File: config.mk
export PLATFORM = sky130hd
export DESIGN_NAME = hps_bridge_top
export DESIGN_NICKNAME = d
export VERILOG_FILES = /design/src/hw/hps_cmd_pkg.sv /design/src/hw/video_pkg.sv /design/src/hw/ar_window.sv /design/src/hw/hps_bridge_top.sv /design/src/hw/hps_cmd_decoder.sv /design/src/hw/sync_conditioner.sv /design/src/hw/umuldiv.sv
export VERILOG_INCLUDE_DIRS = /design/src /design/src/hw
export SDC_FILE = /design/constraint.sdc
export NUM_CORES = 2
export LEC_CHECK = 0
export BUFFER_PORTS_ARGS = -buffer_cell sky130_fd_sc_hd__buf_2
export CAP_MARGIN = 20
export CORE_ASPECT_RATIO = 1.2
export CORE_MARGIN = 10
export CORE_UTILIZATION = 60
export CTS_BUF_LIST = sky130_fd_sc_hd__clkbuf_16
export CTS_CLUSTER_DIAMETER = 80
export DETAILED_ROUTE_END_ITERATION = 16
export GPL_TIMING_DRIVEN = 1
export HOLD_SLACK_MARGIN = 0.08
export PLACE_DENSITY = 0.77
export SLEW_MARGIN = 5
export SYNTH_ARGS = -nofsm -noshare
export SYNTH_HDL_FRONTEND = slang
export SYNTH_SLANG_ARGS = --single-unit
File: constraint.sdc
create_clock -name clk_sys -period 10 [get_ports clk_sys]
set_clock_uncertainty 0.05 [all_clocks]
set_input_delay 0.5 -clock clk_sys [delete_from_list [all_inputs] [get_ports clk_sys]]
set_output_delay 0.5 -clock clk_sys [all_outputs]
set_load 0.005 [all_outputs]
File: src/hw/hps_bridge_config.svh
// Widths and reset values; every pixel or line dimension must stay below 4096
`ifndef HPS_BRIDGE_CONFIG_SVH
`define HPS_BRIDGE_CONFIG_SVH

// Host word port
`define HB_IO_W 16

// Pixel and line dimensions
`define HB_DIM_W 12

// Resolution out of reset
`define HB_DEF_WIDTH 12'd1920
`define HB_DEF_HEIGHT 12'd1080

// Volume attenuation, 31 is the quietest
`define HB_VOL_W 5
`define HB_DEF_VOL 5'd31

// Board LEDs
`define HB_LED_W 8

`endif

File: src/hw/hps_cmd_pkg.sv
// Host command types; opcodes outside this list are accepted and ignored by the decoder
`include "hps_bridge_config.svh"

package hps_cmd_pkg;

	typedef enum logic [7:0] {
		OP_CFG      = 8'h01,
		OP_TIMING   = 8'h20,
		OP_LED      = 8'h25,
		OP_VOLUME   = 8'h26,
		OP_VSET     = 8'h27,
		OP_WAIT_VS  = 8'h30,
		OP_HSET     = 8'h37,
		OP_READ_WIN = 8'h40
	} hps_opcode_e;

	typedef enum logic [1:0] {
		CS_IDLE,
		CS_OPCODE,
		CS_DATA
	} cmd_state_e;

	// Host side of the word port
	typedef struct packed {
		logic [`HB_IO_W-1:0] din;
		logic                io_clk;
		logic                uio;
	} hps_bus_t;

endpackage

File: src/hw/video_pkg.sv
// Video geometry types; all sizes are in pixels or lines, HB_DIM_W bits each
`include "hps_bridge_config.svh"

package video_pkg;

	typedef struct packed {
		logic [`HB_DIM_W-1:0] width;
		logic [`HB_DIM_W-1:0] height;
	} video_timing_t;

	// Zero vset or hset means no override
	typedef struct packed {
		logic [`HB_DIM_W-1:0] vset;
		logic [`HB_DIM_W-1:0] hset;
		logic                 freescale;
	} scale_req_t;

	typedef struct packed {
		logic [`HB_DIM_W-1:0] hmin;
		logic [`HB_DIM_W-1:0] hmax;
		logic [`HB_DIM_W-1:0] vmin;
		logic [`HB_DIM_W-1:0] vmax;
	} window_t;

	typedef enum logic [2:0] {
		AR_SELECT, AR_MUL_W, AR_WAIT_W, AR_MUL_H, AR_WAIT_H, AR_CLAMP, AR_CENTER
	} ar_state_e;

endpackage

File: src/hw/ar_window.sv
// Window recomputes forever; any input change restarts the pass, settled within 64 cycles
`timescale 1ns/1ps
`include "hps_bridge_config.svh"

module ar_window
	import video_pkg::*;
(
	input  logic                 clk_sys,
	input  logic                 resetd,
	input  video_timing_t        i_timing,
	input  scale_req_t           i_scale,
	input  logic [`HB_DIM_W-1:0] i_arx,
	input  logic [`HB_DIM_W-1:0] i_ary,
	output window_t              o_window
);
	ar_state_e            state;
	video_timing_t        snap_t;
	scale_req_t           snap_s;
	logic [`HB_DIM_W-1:0] snap_arx;
	logic [`HB_DIM_W-1:0] snap_ary;
	logic [`HB_DIM_W-1:0] tgt_w;
	logic [`HB_DIM_W-1:0] tgt_h;
	logic [`HB_DIM_W-1:0] wcalc;
	logic [`HB_DIM_W-1:0] hcalc;
	logic [`HB_DIM_W-1:0] videow;
	logic [`HB_DIM_W-1:0] videoh;
	logic [`HB_DIM_W-1:0] hoff;
	logic [`HB_DIM_W-1:0] voff;
	logic [`HB_DIM_W-1:0] md_mul1;
	logic [`HB_DIM_W-1:0] md_mul2;
	logic [`HB_DIM_W-1:0] md_div;
	logic [`HB_DIM_W-1:0] md_res;
	logic                 md_start;
	logic                 md_busy;
	logic                 changed;

	assign tgt_h = (snap_s.vset != '0 && snap_s.vset < snap_t.height) ?
		snap_s.vset : snap_t.height;
	assign tgt_w = (snap_s.hset != '0 && snap_s.hset < snap_t.width) ?
		snap_s.hset : snap_t.width;
	assign changed = {i_timing, i_scale, i_arx, i_ary} != {snap_t, snap_s, snap_arx, snap_ary};
	assign hoff = (snap_t.width - videow) >> 1;
	assign voff = (snap_t.height - videoh) >> 1;

	umuldiv #(.W(`HB_DIM_W)) muldiv_i (
		.clk_sys  (clk_sys),
		.resetd   (resetd),
		.i_start  (md_start),
		.i_mul1   (md_mul1),
		.i_mul2   (md_mul2),
		.i_div    (md_div),
		.o_busy   (md_busy),
		.o_result (md_res)
	);

	always_ff @(posedge clk_sys) begin
		if (resetd) begin
			state    <= AR_SELECT;
			md_start <= 1'b0;
		end else begin
			md_start <= 1'b0;
			if (changed && state != AR_SELECT) begin
				state <= AR_SELECT;
			end else begin
				case (state)
					AR_SELECT: begin
						snap_t   <= i_timing;
						snap_s   <= i_scale;
						snap_arx <= i_arx;
						snap_ary <= i_ary;
						state    <= AR_MUL_W;
					end
					AR_MUL_W: begin
						if (snap_s.freescale || snap_arx == '0 || snap_ary == '0) begin
							wcalc <= tgt_w;
							hcalc <= tgt_h;
							state <= AR_CLAMP;
						end else begin
							md_mul1  <= tgt_h;
							md_mul2  <= snap_arx;
							md_div   <= snap_ary;
							md_start <= 1'b1;
							state    <= AR_WAIT_W;
						end
					end
					AR_WAIT_W: begin
						if (!md_start && !md_busy) begin
							wcalc <= md_res;
							state <= AR_MUL_H;
						end
					end
					AR_MUL_H: begin
						md_mul1  <= tgt_w;
						md_mul2  <= snap_ary;
						md_div   <= snap_arx;
						md_start <= 1'b1;
						state    <= AR_WAIT_H;
					end
					AR_WAIT_H: begin
						if (!md_start && !md_busy) begin
							hcalc <= md_res;
							state <= AR_CLAMP;
						end
					end
					AR_CLAMP: begin
						videow <= (wcalc > tgt_w) ? tgt_w : wcalc;
						videoh <= (hcalc > tgt_h) ? tgt_h : hcalc;
						state  <= AR_CENTER;
					end
					AR_CENTER: begin
						o_window.hmin <= hoff;
						o_window.hmax <= hoff + videow - 1'b1;
						o_window.vmin <= voff;
						o_window.vmax <= voff + videoh - 1'b1;
						state         <= AR_SELECT;
					end
					default: state <= AR_SELECT;
				endcase
			end
		end
	end

endmodule

File: src/hw/hps_bridge_top.sv
// Single clock domain; syncs may arrive at either polarity, aspect ratio zero means unknown
`timescale 1ns/1ps
`include "hps_bridge_config.svh"

module hps_bridge_top
	import hps_cmd_pkg::*, video_pkg::*;
(
	input  logic                 clk_sys,
	input  logic                 resetd,
	input  hps_bus_t             i_hps,
	input  logic [`HB_DIM_W-1:0] i_arx,
	input  logic [`HB_DIM_W-1:0] i_ary,
	input  logic                 i_hs_raw,
	input  logic                 i_vs_raw,
	output logic                 o_io_ack,
	output logic [`HB_IO_W-1:0]  o_io_dout,
	output logic                 o_hs,
	output logic                 o_vs,
	output logic                 o_sync,
	output logic [`HB_LED_W-1:0] o_led,
	output logic [`HB_VOL_W-1:0] o_vol_att
);
	video_timing_t timing;
	scale_req_t    scale;
	window_t       window;
	logic          csync_en;

	hps_cmd_decoder dec_i (
		.clk_sys    (clk_sys),
		.resetd     (resetd),
		.i_hps      (i_hps),
		.i_vs       (o_vs),
		.i_window   (window),
		.o_io_ack   (o_io_ack),
		.o_io_dout  (o_io_dout),
		.o_timing   (timing),
		.o_scale    (scale),
		.o_csync_en (csync_en),
		.o_led      (o_led),
		.o_vol_att  (o_vol_att)
	);

	ar_window arw_i (
		.clk_sys  (clk_sys),
		.resetd   (resetd),
		.i_timing (timing),
		.i_scale  (scale),
		.i_arx    (i_arx),
		.i_ary    (i_ary),
		.o_window (window)
	);

	sync_conditioner sync_i (
		.clk_sys    (clk_sys),
		.resetd     (resetd),
		.i_hs_raw   (i_hs_raw),
		.i_vs_raw   (i_vs_raw),
		.i_csync_en (csync_en),
		.o_hs       (o_hs),
		.o_vs       (o_vs),
		.o_sync     (o_sync)
	);

endmodule

File: src/hw/hps_cmd_decoder.sv
// Host commands in one clock domain; io_clk must be held high until o_io_ack rises
`timescale 1ns/1ps
`include "hps_bridge_config.svh"

module hps_cmd_decoder
	import hps_cmd_pkg::*, video_pkg::*;
(
	input  logic                 clk_sys,
	input  logic                 resetd,
	input  hps_bus_t             i_hps,
	input  logic                 i_vs,
	input  window_t              i_window,
	output logic                 o_io_ack,
	output logic [`HB_IO_W-1:0]  o_io_dout,
	output video_timing_t        o_timing,
	output scale_req_t           o_scale,
	output logic                 o_csync_en,
	output logic [`HB_LED_W-1:0] o_led,
	output logic [`HB_VOL_W-1:0] o_vol_att
);
	localparam int PAD_W = `HB_IO_W - `HB_DIM_W;

	cmd_state_e           state;
	hps_opcode_e          cmd;
	hps_opcode_e          op_in;
	logic [3:0]           widx;
	logic                 echo;
	logic                 strobe;
	logic                 op_strobe;
	logic                 data_strobe;
	logic                 vs_wait;
	logic                 vs_d;
	logic                 vs_rise;
	logic [`HB_LED_W-1:0] led_mask;
	logic [`HB_LED_W-1:0] led_state;
	logic [`HB_DIM_W-1:0] rd_word;

	////////////////////////////////////////
	// Handshake

	assign strobe      = i_hps.io_clk & ~echo & ~vs_wait;
	assign op_strobe   = strobe & i_hps.uio & (state != CS_DATA);
	assign data_strobe = strobe & i_hps.uio & (state == CS_DATA);
	assign op_in       = hps_opcode_e'(i_hps.din[7:0]);
	assign vs_rise     = i_vs & ~vs_d;

	// Echo only blocks the rising io_clk while waiting for vsync
	always_ff @(posedge clk_sys) begin
		if (resetd) begin
			echo     <= 1'b0;
			o_io_ack <= 1'b0;
		end else begin
			if (!vs_wait || !i_hps.io_clk)
				echo <= i_hps.io_clk;
			o_io_ack <= echo;
		end
	end

	////////////////////////////////////////
	// Commands and registers

	always_comb begin
		case (widx)
			4'd0: rd_word = i_window.hmin;
			4'd1: rd_word = i_window.hmax;
			4'd2: rd_word = i_window.vmin;
			4'd3: rd_word = i_window.vmax;
			default: rd_word = '0;
		endcase
	end

	always_ff @(posedge clk_sys) begin
		if (resetd) begin
			state      <= CS_IDLE;
			cmd        <= OP_CFG;
			widx       <= '0;
			vs_wait    <= 1'b0;
			vs_d       <= 1'b0;
			o_io_dout  <= '0;
			o_timing   <= '{width: `HB_DEF_WIDTH, height: `HB_DEF_HEIGHT};
			o_scale    <= '0;
			o_csync_en <= 1'b0;
			led_mask   <= '0;
			led_state  <= '0;
			o_vol_att  <= `HB_DEF_VOL;
		end else begin
			vs_d <= i_vs;
			if (op_strobe && op_in == OP_WAIT_VS)
				vs_wait <= 1'b1;
			else if (vs_rise)
				vs_wait <= 1'b0;

			if (!i_hps.uio) begin
				state <= CS_IDLE;
			end else if (op_strobe) begin
				state     <= CS_DATA;
				cmd       <= op_in;
				widx      <= '0;
				o_io_dout <= '0;
			end else if (data_strobe) begin
				if (widx != '1)
					widx <= widx + 1'b1;
				o_io_dout <= '0;
				case (cmd)
					OP_CFG: o_csync_en <= i_hps.din[3];
					OP_TIMING: begin
						if (widx == 4'd0)
							o_timing.width <= i_hps.din[`HB_DIM_W-1:0];
						else if (widx == 4'd1)
							o_timing.height <= i_hps.din[`HB_DIM_W-1:0];
					end
					OP_LED: {led_mask, led_state} <= i_hps.din;
					OP_VOLUME: o_vol_att <= i_hps.din[`HB_VOL_W-1:0];
					OP_VSET: o_scale.vset <= i_hps.din[`HB_DIM_W-1:0];
					OP_HSET: begin
						o_scale.freescale <= i_hps.din[`HB_IO_W-1];
						o_scale.hset      <= i_hps.din[`HB_DIM_W-1:0];
					end
					OP_READ_WIN: o_io_dout <= {{PAD_W{1'b0}}, rd_word};
					default: ;
				endcase
			end else if (state == CS_IDLE) begin
				state <= CS_OPCODE;
			end
		end
	end

	// LEDs the host has not taken over stay dark
	assign o_led = led_mask & led_state;

endmodule

File: src/hw/sync_conditioner.sv
// Raw syncs must be stable for a few frames before the polarity decision holds
`timescale 1ns/1ps

module sync_conditioner (
	input  logic clk_sys,
	input  logic resetd,
	input  logic i_hs_raw,
	input  logic i_vs_raw,
	input  logic i_csync_en,
	output logic o_hs,
	output logic o_vs,
	output logic o_sync
);
	localparam int CNT_W = 24;

	logic [1:0]       raw;
	logic [1:0]       cond;
	logic             hs_d;
	logic             stretch;
	logic             cs_comb;
	logic [CNT_W-1:0] h_cnt;
	logic [CNT_W-1:0] line_len;
	logic [CNT_W-1:0] hs_len;

	assign raw = {i_vs_raw, i_hs_raw};

	////////////////////////////////////////
	// Polarity, bit 0 hsync and bit 1 vsync

	for (genvar g = 0; g < 2; g++) begin : g_pol
		logic             prev;
		logic             pol;
		logic [CNT_W-1:0] cnt;
		logic [CNT_W-1:0] hi_len;
		logic [CNT_W-1:0] lo_len;

		always_ff @(posedge clk_sys) begin
			if (resetd) begin
				prev   <= 1'b0;
				pol    <= 1'b0;
				cnt    <= '0;
				hi_len <= '0;
				lo_len <= '0;
			end else begin
				prev <= raw[g];
				if (prev != raw[g]) begin
					cnt <= '0;
					// Longer phase is the inactive one
					if (raw[g]) begin
						lo_len <= cnt;
						pol    <= hi_len > cnt;
					end else begin
						hi_len <= cnt;
						pol    <= cnt > lo_len;
					end
				end else if (cnt != '1) begin
					cnt <= cnt + 1'b1;
				end
			end
		end

		assign cond[g] = raw[g] ^ pol;
	end

	assign o_hs = cond[0];
	assign o_vs = cond[1];

	////////////////////////////////////////
	// Compound sync

	// Broad pulses in vsync, from hsync rise to one hsync width before the next line
	assign cs_comb = o_vs ? (o_hs | stretch) : o_hs;

	always_ff @(posedge clk_sys) begin
		if (resetd) begin
			hs_d     <= 1'b0;
			stretch  <= 1'b0;
			h_cnt    <= '0;
			line_len <= '0;
			hs_len   <= '0;
			o_sync   <= 1'b0;
		end else begin
			hs_d <= o_hs;
			if (h_cnt != '1)
				h_cnt <= h_cnt + 1'b1;
			if (o_hs && !hs_d) begin
				h_cnt    <= '0;
				line_len <= h_cnt;
				stretch  <= 1'b1;
			end else begin
				if (!o_hs && hs_d)
					hs_len <= h_cnt;
				if (h_cnt == line_len - hs_len)
					stretch <= 1'b0;
			end
			o_sync <= i_csync_en ? cs_comb : o_hs;
		end
	end

endmodule

File: src/hw/umuldiv.sv
// Returns mul1*mul2/div; a quotient wider than W bits or a zero divisor gives all ones
`timescale 1ns/1ps
`include "hps_bridge_config.svh"

module umuldiv #(
	parameter int W = `HB_DIM_W
) (
	input  logic         clk_sys,
	input  logic         resetd,
	input  logic         i_start,
	input  logic [W-1:0] i_mul1,
	input  logic [W-1:0] i_mul2,
	input  logic [W-1:0] i_div,
	output logic         o_busy,
	output logic [W-1:0] o_result
);
	localparam int CW = $clog2(W + 2);

	logic [CW-1:0]  step;
	logic [W-1:0]   mul1;
	logic [W-1:0]   mul2;
	logic [W-1:0]   divisor;
	logic [W-1:0]   quo;
	logic [W:0]     rem;
	logic [W:0]     shifted;
	logic [2*W-1:0] prod;
	logic           ovf;

	assign prod    = mul1 * mul2;
	assign shifted = {rem[W-1:0], quo[W-1]};

	// Load, W division steps, result
	always_ff @(posedge clk_sys) begin
		if (resetd) begin
			o_busy <= 1'b0;
			step   <= '0;
		end else if (i_start) begin
			o_busy <= 1'b1;
			step   <= '0;
		end else if (o_busy) begin
			step <= step + 1'b1;
			if (step == CW'(W + 1))
				o_busy <= 1'b0;
		end
	end

	always_ff @(posedge clk_sys) begin
		if (i_start) begin
			mul1    <= i_mul1;
			mul2    <= i_mul2;
			divisor <= i_div;
		end else if (o_busy) begin
			if (step == '0) begin
				rem <= {1'b0, prod[2*W-1:W]};
				quo <= prod[W-1:0];
				// Also true for a zero divisor
				ovf <= prod[2*W-1:W] >= divisor;
			end else if (step == CW'(W + 1)) begin
				o_result <= ovf ? '1 : quo;
			end else if (shifted >= {1'b0, divisor}) begin
				rem <= shifted - {1'b0, divisor};
				quo <= {quo[W-2:0], 1'b1};
			end else begin
				rem <= shifted;
				quo <= {quo[W-2:0], 1'b0};
			end
		end
	end

endmodule

## Yosys cells after proc, flatten, opt, wreduce, memory -nomap -nowiden

Cells that the tools add are included.

| storage, ports and cells | value |
|---|---|
| bits in writable memories | 0 |
| ROM bits | 0 |
| latch bits | 0 |
| output and inout bits | 33 |
| memories | 0 |
| logic and storage cells | 260 |
| register bits | 613 |

| operators by class | value |
|---|---|
| equal/unequal tests | 34 |
| add/sub/neg operators | 13 |
| $lt $le $gt $ge | 10 |
| reductions and logical operators | 67 |
| div/mod/pow operators | 0 |
| shifts and indexed selects | 0 |
| multiply operators | 1 |
| muxes and demuxes | 48 |
| bitwise gates (word level) | 24 |

Operator list:

| operator | number |
|---|---|
| two-way mux 12 bit | 16 |
| case mux 12 bit (2 select lines) | 5 |
| > comparator 24 bit | 4 |
| inequality test 73 bit | 1 |
| adder 24 x 1 -> 24 bit (second input constant) | 3 |
| inequality test 24 bit (second input constant) | 3 |
| equality test 8 x 6 -> 1 bit (second input constant) | 6 |
| case mux 12 bit (4 select lines) | 1 |
| subtractor 12 bit | 3 |
| two-way mux 16 bit | 2 |
| AND reduction 4 bit | 7 |
| adder 11 x 12 -> 12 bit | 2 |
| equality test 24 bit | 1 |
| > comparator 12 bit | 2 |
| zero test 12 bit | 2 |
| < comparator 12 bit | 2 |
| multiplier 12 x 12 -> 24 bit | 1 |
| nonzero test 12 bit | 2 |
| subtractor 12 x 1 -> 12 bit (second input constant) | 2 |
| subtractor 24 bit | 1 |
| AND reduction 2 bit | 10 |
| case mux 3 bit (6 select lines) | 1 |
| AND reduction 3 bit | 6 |
| nonzero test 2 bit | 8 |
| other kinds (37) | 106 |

## Logic depth before layout (Yosys ltp)

| logic depth | value |
|---|---|
| depth in word-level cells | 7 |
| mapped depth | 30 |
| mapped depth without buffers | 29 |

## Hierarchy

A second synthesis with hierarchy kept.

| second synthesis, totals | value |
|---|---|
| cells, all modules | 3858 |
| area total of the unflattened synthesis | 37487.2 µm² |

Modules (own cells, without submodules):

| module | sequential area each (µm²) | times used | area each (µm²) | cells an instance |
|---|---|---|---|---|
| sync_conditioner | 4464.3 | 1 | 12620.9 | 1529 |
| ar_window | 6175.9 | 1 | 12026.5 | 1003 |
| umuldiv | 2292.2 | 1 | 8419.3 | 859 |
| hps_cmd_decoder | 2021.9 | 1 | 4420.5 | 467 |

## Worst setup path before layout

OpenSTA, ideal clock, no wires.

| timing path | value |
|---|---|
| path type | input-to-reg |
| start point | in resetd |
| end point | reg arw_i.snap_arx[0] (enable) |
| setup slack | 1279 ps |
| arrival | 7986 ps |
| setup time | 684 ps |
| stages | 4 |
| buffers on the path | 3 |
| cell sequence | clkbuf_1 clkbuf_1 clkbuf_1 nor4_1 |

| between the ends | value |
|---|---|
| longest elaborated chain between the ends | 2 |

Ends and longest elaborated chain:

| element | RTL line | text |
|---|---|---|
| start, declared | hps_bridge_top.sv:9 | `input logic resetd,` |
| inverter 1 bit (no line) | - |  |
| AND reduction 3 bit (no line) | - |  |
| end signal, assigned | ar_window.sv:69 | `snap_arx <= i_arx;` |
| end, declared | ar_window.sv:19 | `` logic [`HB_DIM_W-1:0] snap_arx; `` |

No other way between the ends.
A chain may end at the register's enable or synchronous reset.

## Worst setup path in the final report

| timing path | value |
|---|---|
| start point | reg arw_i.muldiv_i.mul1[3] |
| end point | reg arw_i.muldiv_i.ovf (data pin) |

| between the ends | value |
|---|---|
| longest elaborated chain between the ends | 2 |

Ends and longest elaborated chain:

| element | RTL line | text |
|---|---|---|
| start, declared | umuldiv.sv:20 | `logic [W-1:0] mul1;` |
| start signal, assigned | umuldiv.sv:49 | `mul1 <= i_mul1;` |
| multiplier 12 x 12 -> 24 bit | umuldiv.sv:29 | `assign prod = mul1 * mul2;` |
| >= comparator 12 bit | umuldiv.sv:57 | `ovf <= prod[2*W-1:W] >= divisor;` |
| end signal, assigned | umuldiv.sv:57 |  |
| end, declared | umuldiv.sv:27 | `logic ovf;` |

No other way between the ends.

==> results.toml <==
[power_and_ir_drop]
power_frac_clock_pct = 22.0
sw_frac_of_total_pct = 39.0
p_sw_w = 0.00413
ir_worst_vdd_mv = 0.446
power_density_nw_per_um2 = 264
pwr-share-seq_pct = 30.9
p_leak_nw = 17.0
power_frac_comb_pct = 47.1
intPower_w = 0.00646

[route]
first_pass_iters = 6
vias_per_cell = 5.72
drt-initial-drc-count = 1852
ant_nets = 0
wirelength_um = 89500
num_vias = 27035
drcViolationCount = 0
wl_per_cell_um = 18.9

[critical_path]
crit_slowest_cell = "edfxtp_1"
path_buf_inv = 4
worst_ep_arrival_time_ns = 7.00
critPathMostFrequentCell = "fa_1"
cp_top_family = "adder cells"
critPathCaptureType = "flip-flop"
critPathKind = "flip-flop to flip-flop"
max_stage_delay_ns = 0.56
start_kind = "flip-flop"
critical_path.cell_chain = "and2_1 -> fa_1 -> inv_1 -> fa_1 -> inv_1 -> fa_1 -> fa_1 -> inv_1 -> fa_1 -> inv_1 -> ha_1 -> a21o_1 -> a21oi_1 -> a2bb2oi_1 -> a31oi_1 -> a21o_1 -> a21oi_1 -> xnor2_1 -> ha_1 -> or3_1 -> o21ai_0 -> a21oi_1 -> a31oi_1 -> o21ai_0"
cp_max_fo = 12
required_ns = 10.32

[die]
io_pins = 79
fp-row-count = 99
start_util_pct = 60.6
die_area_um2 = 71600
die_y_um = 291
die_x_um = 246
fp.coreArea_um2 = 60700

[cells_and_area]
finalNetCount = 4348
drive_above_1_share_pct = 6.76
diodes = 0
postLayoutCellArea_um2 = 40100
fill_cells = 4848
syn_to_final_growth_pct = 9.11

[synth]
ys_seq_area_share_pct = 40.7
synth_edf_count = 276
syn-cell-area_um2 = 36800
synth_flop_cell = "dfxtp_1"
async_flop_share_pct = 0
synth_fa_ha_area_share_pct = 16.9
ys_seq_elements = 609
synthMuxAreaShare_pct = 6.17
avgSynthCellArea_um2 = 9.60
synth.distinct_cells = 84
netlist_instances = 3828
synthSimpleGateAreaFrac_pct = 15.0
synth_xor_area_share_pct = 5.48
yosys_warnings = 0
synth_compound_area_share_pct = 9.60
synth_top_family_by_area = "adder cells"

[clock_network]
cts_hold_buf = 25
cts_root_buf = "clkbuf_16"
clk_pin_slew_ns = 0.07
numClockSinks = 609
htree_levels = 2
cts_resized = 0
clock_tree.buffer_depth = 3
post_cts_buffers = 0
clock_latency_ns = 0.65
numCtsBuffers = 60
cts_tree = "built"

[placement]
dp_hpwl_um = 66200
numPortBuffers = 74
place_congestion = 0.940
place_area_um2 = 37800

[sta]
max_freq_ghz = 0.150
relSlewSlack_pct = 27.6
hold_viol = 0
period_share_pct = 66.8
setup_viol = 0
final_max_slew_viol_count = 0
worstMarginPinSlew_ns = 1.08
rsz0062_at_grt = "no"
fin_crit_ns = 6.68
tns_ns = 0

[run]
cap_viol_max_count = 0

[global_routing]
gr-total-overflow = 0
grt_pass1_wl_um = 144000
grt_max_degree = 139
track_usage_pct = 24.8
antenna_found_initial = 1
grt_pass1_vias = 26852

[run_status]
status = "finished, final reports clean"

[hold_path]
hold_path_class = "input port to flip-flop"
==> layout make-up <==
| class | instances | area, um^2 | share of cell area (%) |
|---|---|---|---|
| clock inverter | 53 | 487 | 1.21 |
| multi-input combinational | 2636 | 19600 | 48.9 |
| clock buffer | 61 | 1530 | 3.81 |
| sequential | 609 | 15000 | 37.3 |
| inverter | 434 | 1630 | 4.06 |
| timing repair buffer | 128 | 895 | 2.23 |
| tap | 808 | 1010 | 2.52 |
==> kinds of logic after synthesis <==
family,Yosys count
compound gates,561
fa+ha+maj,434
other cells,1
mux,223
flops,609
simple gates,1184
xor+xnor,230
buf+inv,586
==> power by group through the flow <==
stage	Clock (W)	Sequential (W)	Combinational, W
after floorplan	0	0.00323	0.00378
after global placement	0	0.00333	0.00480
after detailed placement	0	0.00333	0.00490
after CTS	0.00235	0.00328	0.00498
after global routing	0.00245	0.00329	0.00570
final	0.00233	0.00328	0.00499
==> worst reg2reg max path, delay by kind of cell, from the launching register on <==
kind	cells	cell delay, ns
adders and majority gates	7	3.15
AOI/OAI and AO/OA	10	1.73
and+or+nand+nor	2	0.62
DFF	1	0.56
buffers and inverters	4	0.20
xor gates and xnor gates	1	0.11
==> synthesized netlist by cell type (18+ instances only) <==
| cell | n | share of area, % |
|---|---|---|
| nand2b_1 | 24 | 0.41 |
| mux2_2 | 28 | 0.86 |
| nor2_1 | 404 | 4.1 |
| ha_1 | 327 | 11 |
| nor2b_1 | 34 | 0.58 |
| xor2_1 | 102 | 2.4 |
| xnor2_1 | 128 | 3.0 |
| dfxtp_1 | 333 | 18 |
| a21o_1 | 62 | 1.3 |
| fa_1 | 106 | 5.8 |
| mux2i_1 | 195 | 5.3 |
| nor3_1 | 60 | 0.82 |
| inv_1 | 434 | 4.4 |
| o21ai_0 | 89 | 1.2 |
| nand3_1 | 45 | 0.61 |
| clkbuf_1 | 126 | 1.3 |
| nand4_1 | 56 | 0.95 |
| nor4_1 | 45 | 0.77 |
| nand2_1 | 344 | 3.5 |
| a21oi_1 | 212 | 2.9 |
| a22oi_1 | 38 | 0.78 |
| and2_1 | 84 | 1.4 |
| edfxtp_1 | 276 | 23 |
| or2_2 | 18 | 0.31 |
==> flip-flops by register name, indices dropped and copies added (netlist names), 25 cells and up <==
signal	cells
dec_i.o_scale	25
arw_i.o_window	46
sync_i.g_pol.hi_len	48
sync_i.g_pol.lo_len	48
sync_i.g_pol.cnt	48
arw_i.snap_s	25
==> routing by layer <==
layer,GRT usage [%],wire (um),share of wire (%)
met5,0,8,0.0089
met4,10.7,4110,4.6
met3,3.32,4780,5.3
met2,42.0,43500,49
met1,31.0,37100,41
==> path summary, 6_finish.rpt <==
kind                           from                         to  slack (ns)  depth (start not counted)
max          arw_i.muldiv_i.mul1[3]         arw_i.muldiv_i.ovf        3.32                         24
min                        i_arx[4]          arw_i.snap_arx[4]        0.11                          1
max reg2reg  arw_i.muldiv_i.mul1[3]         arw_i.muldiv_i.ovf        3.32                         24
min reg2reg         arw_i.md_div[6]  arw_i.muldiv_i.divisor[6]        0.37                          0
==> stage by stage <==
stage / hold WS, ns / util, % / total power [W] / instances / worst slack [ns]
after CTS: 0.0812 / 66.0 / 0.0106 / 4725 / 3.36
after global routing: 0.0821 / 66.1 / 0.0114 / 4729 / 2.92
final: 0.106 / 66.1 / 0.0106 / 4729 / 3.32
after detailed placement: 0.355 / 62.3 / 0.00823 / 4586 / 3.37
after global placement: 0.351 / 62.3 / 0.00813 / 4586 / 3.45
after floorplan: 0.350 / - / 0.00701 / 3831 / 1.28
==> layout by cell type, fill, tap and decap left out, types with 24 or more instances in the layout <==
cell type / count
inv_1: 442
nor2_1: 403
nand2_1: 344
dfxtp_1: 332
ha_1: 327
edfxtp_1: 276
a21oi_1: 212
mux2i_1: 195
xnor2_1: 128
fa_1: 106
xor2_1: 102
o21ai_0: 89
and2_1: 84
buf_2: 73
a21o_1: 62
clkbuf_16: 61
nor3_1: 59
nand4_1: 56
nand3_1: 45
nor4_1: 42
a22oi_1: 38
nor2b_1: 33
mux2_2: 28
dlygate4sd3_1: 25
nand2b_1: 24
buf_4: 24
No activity file was read; power rests on OpenSTA's default activity.
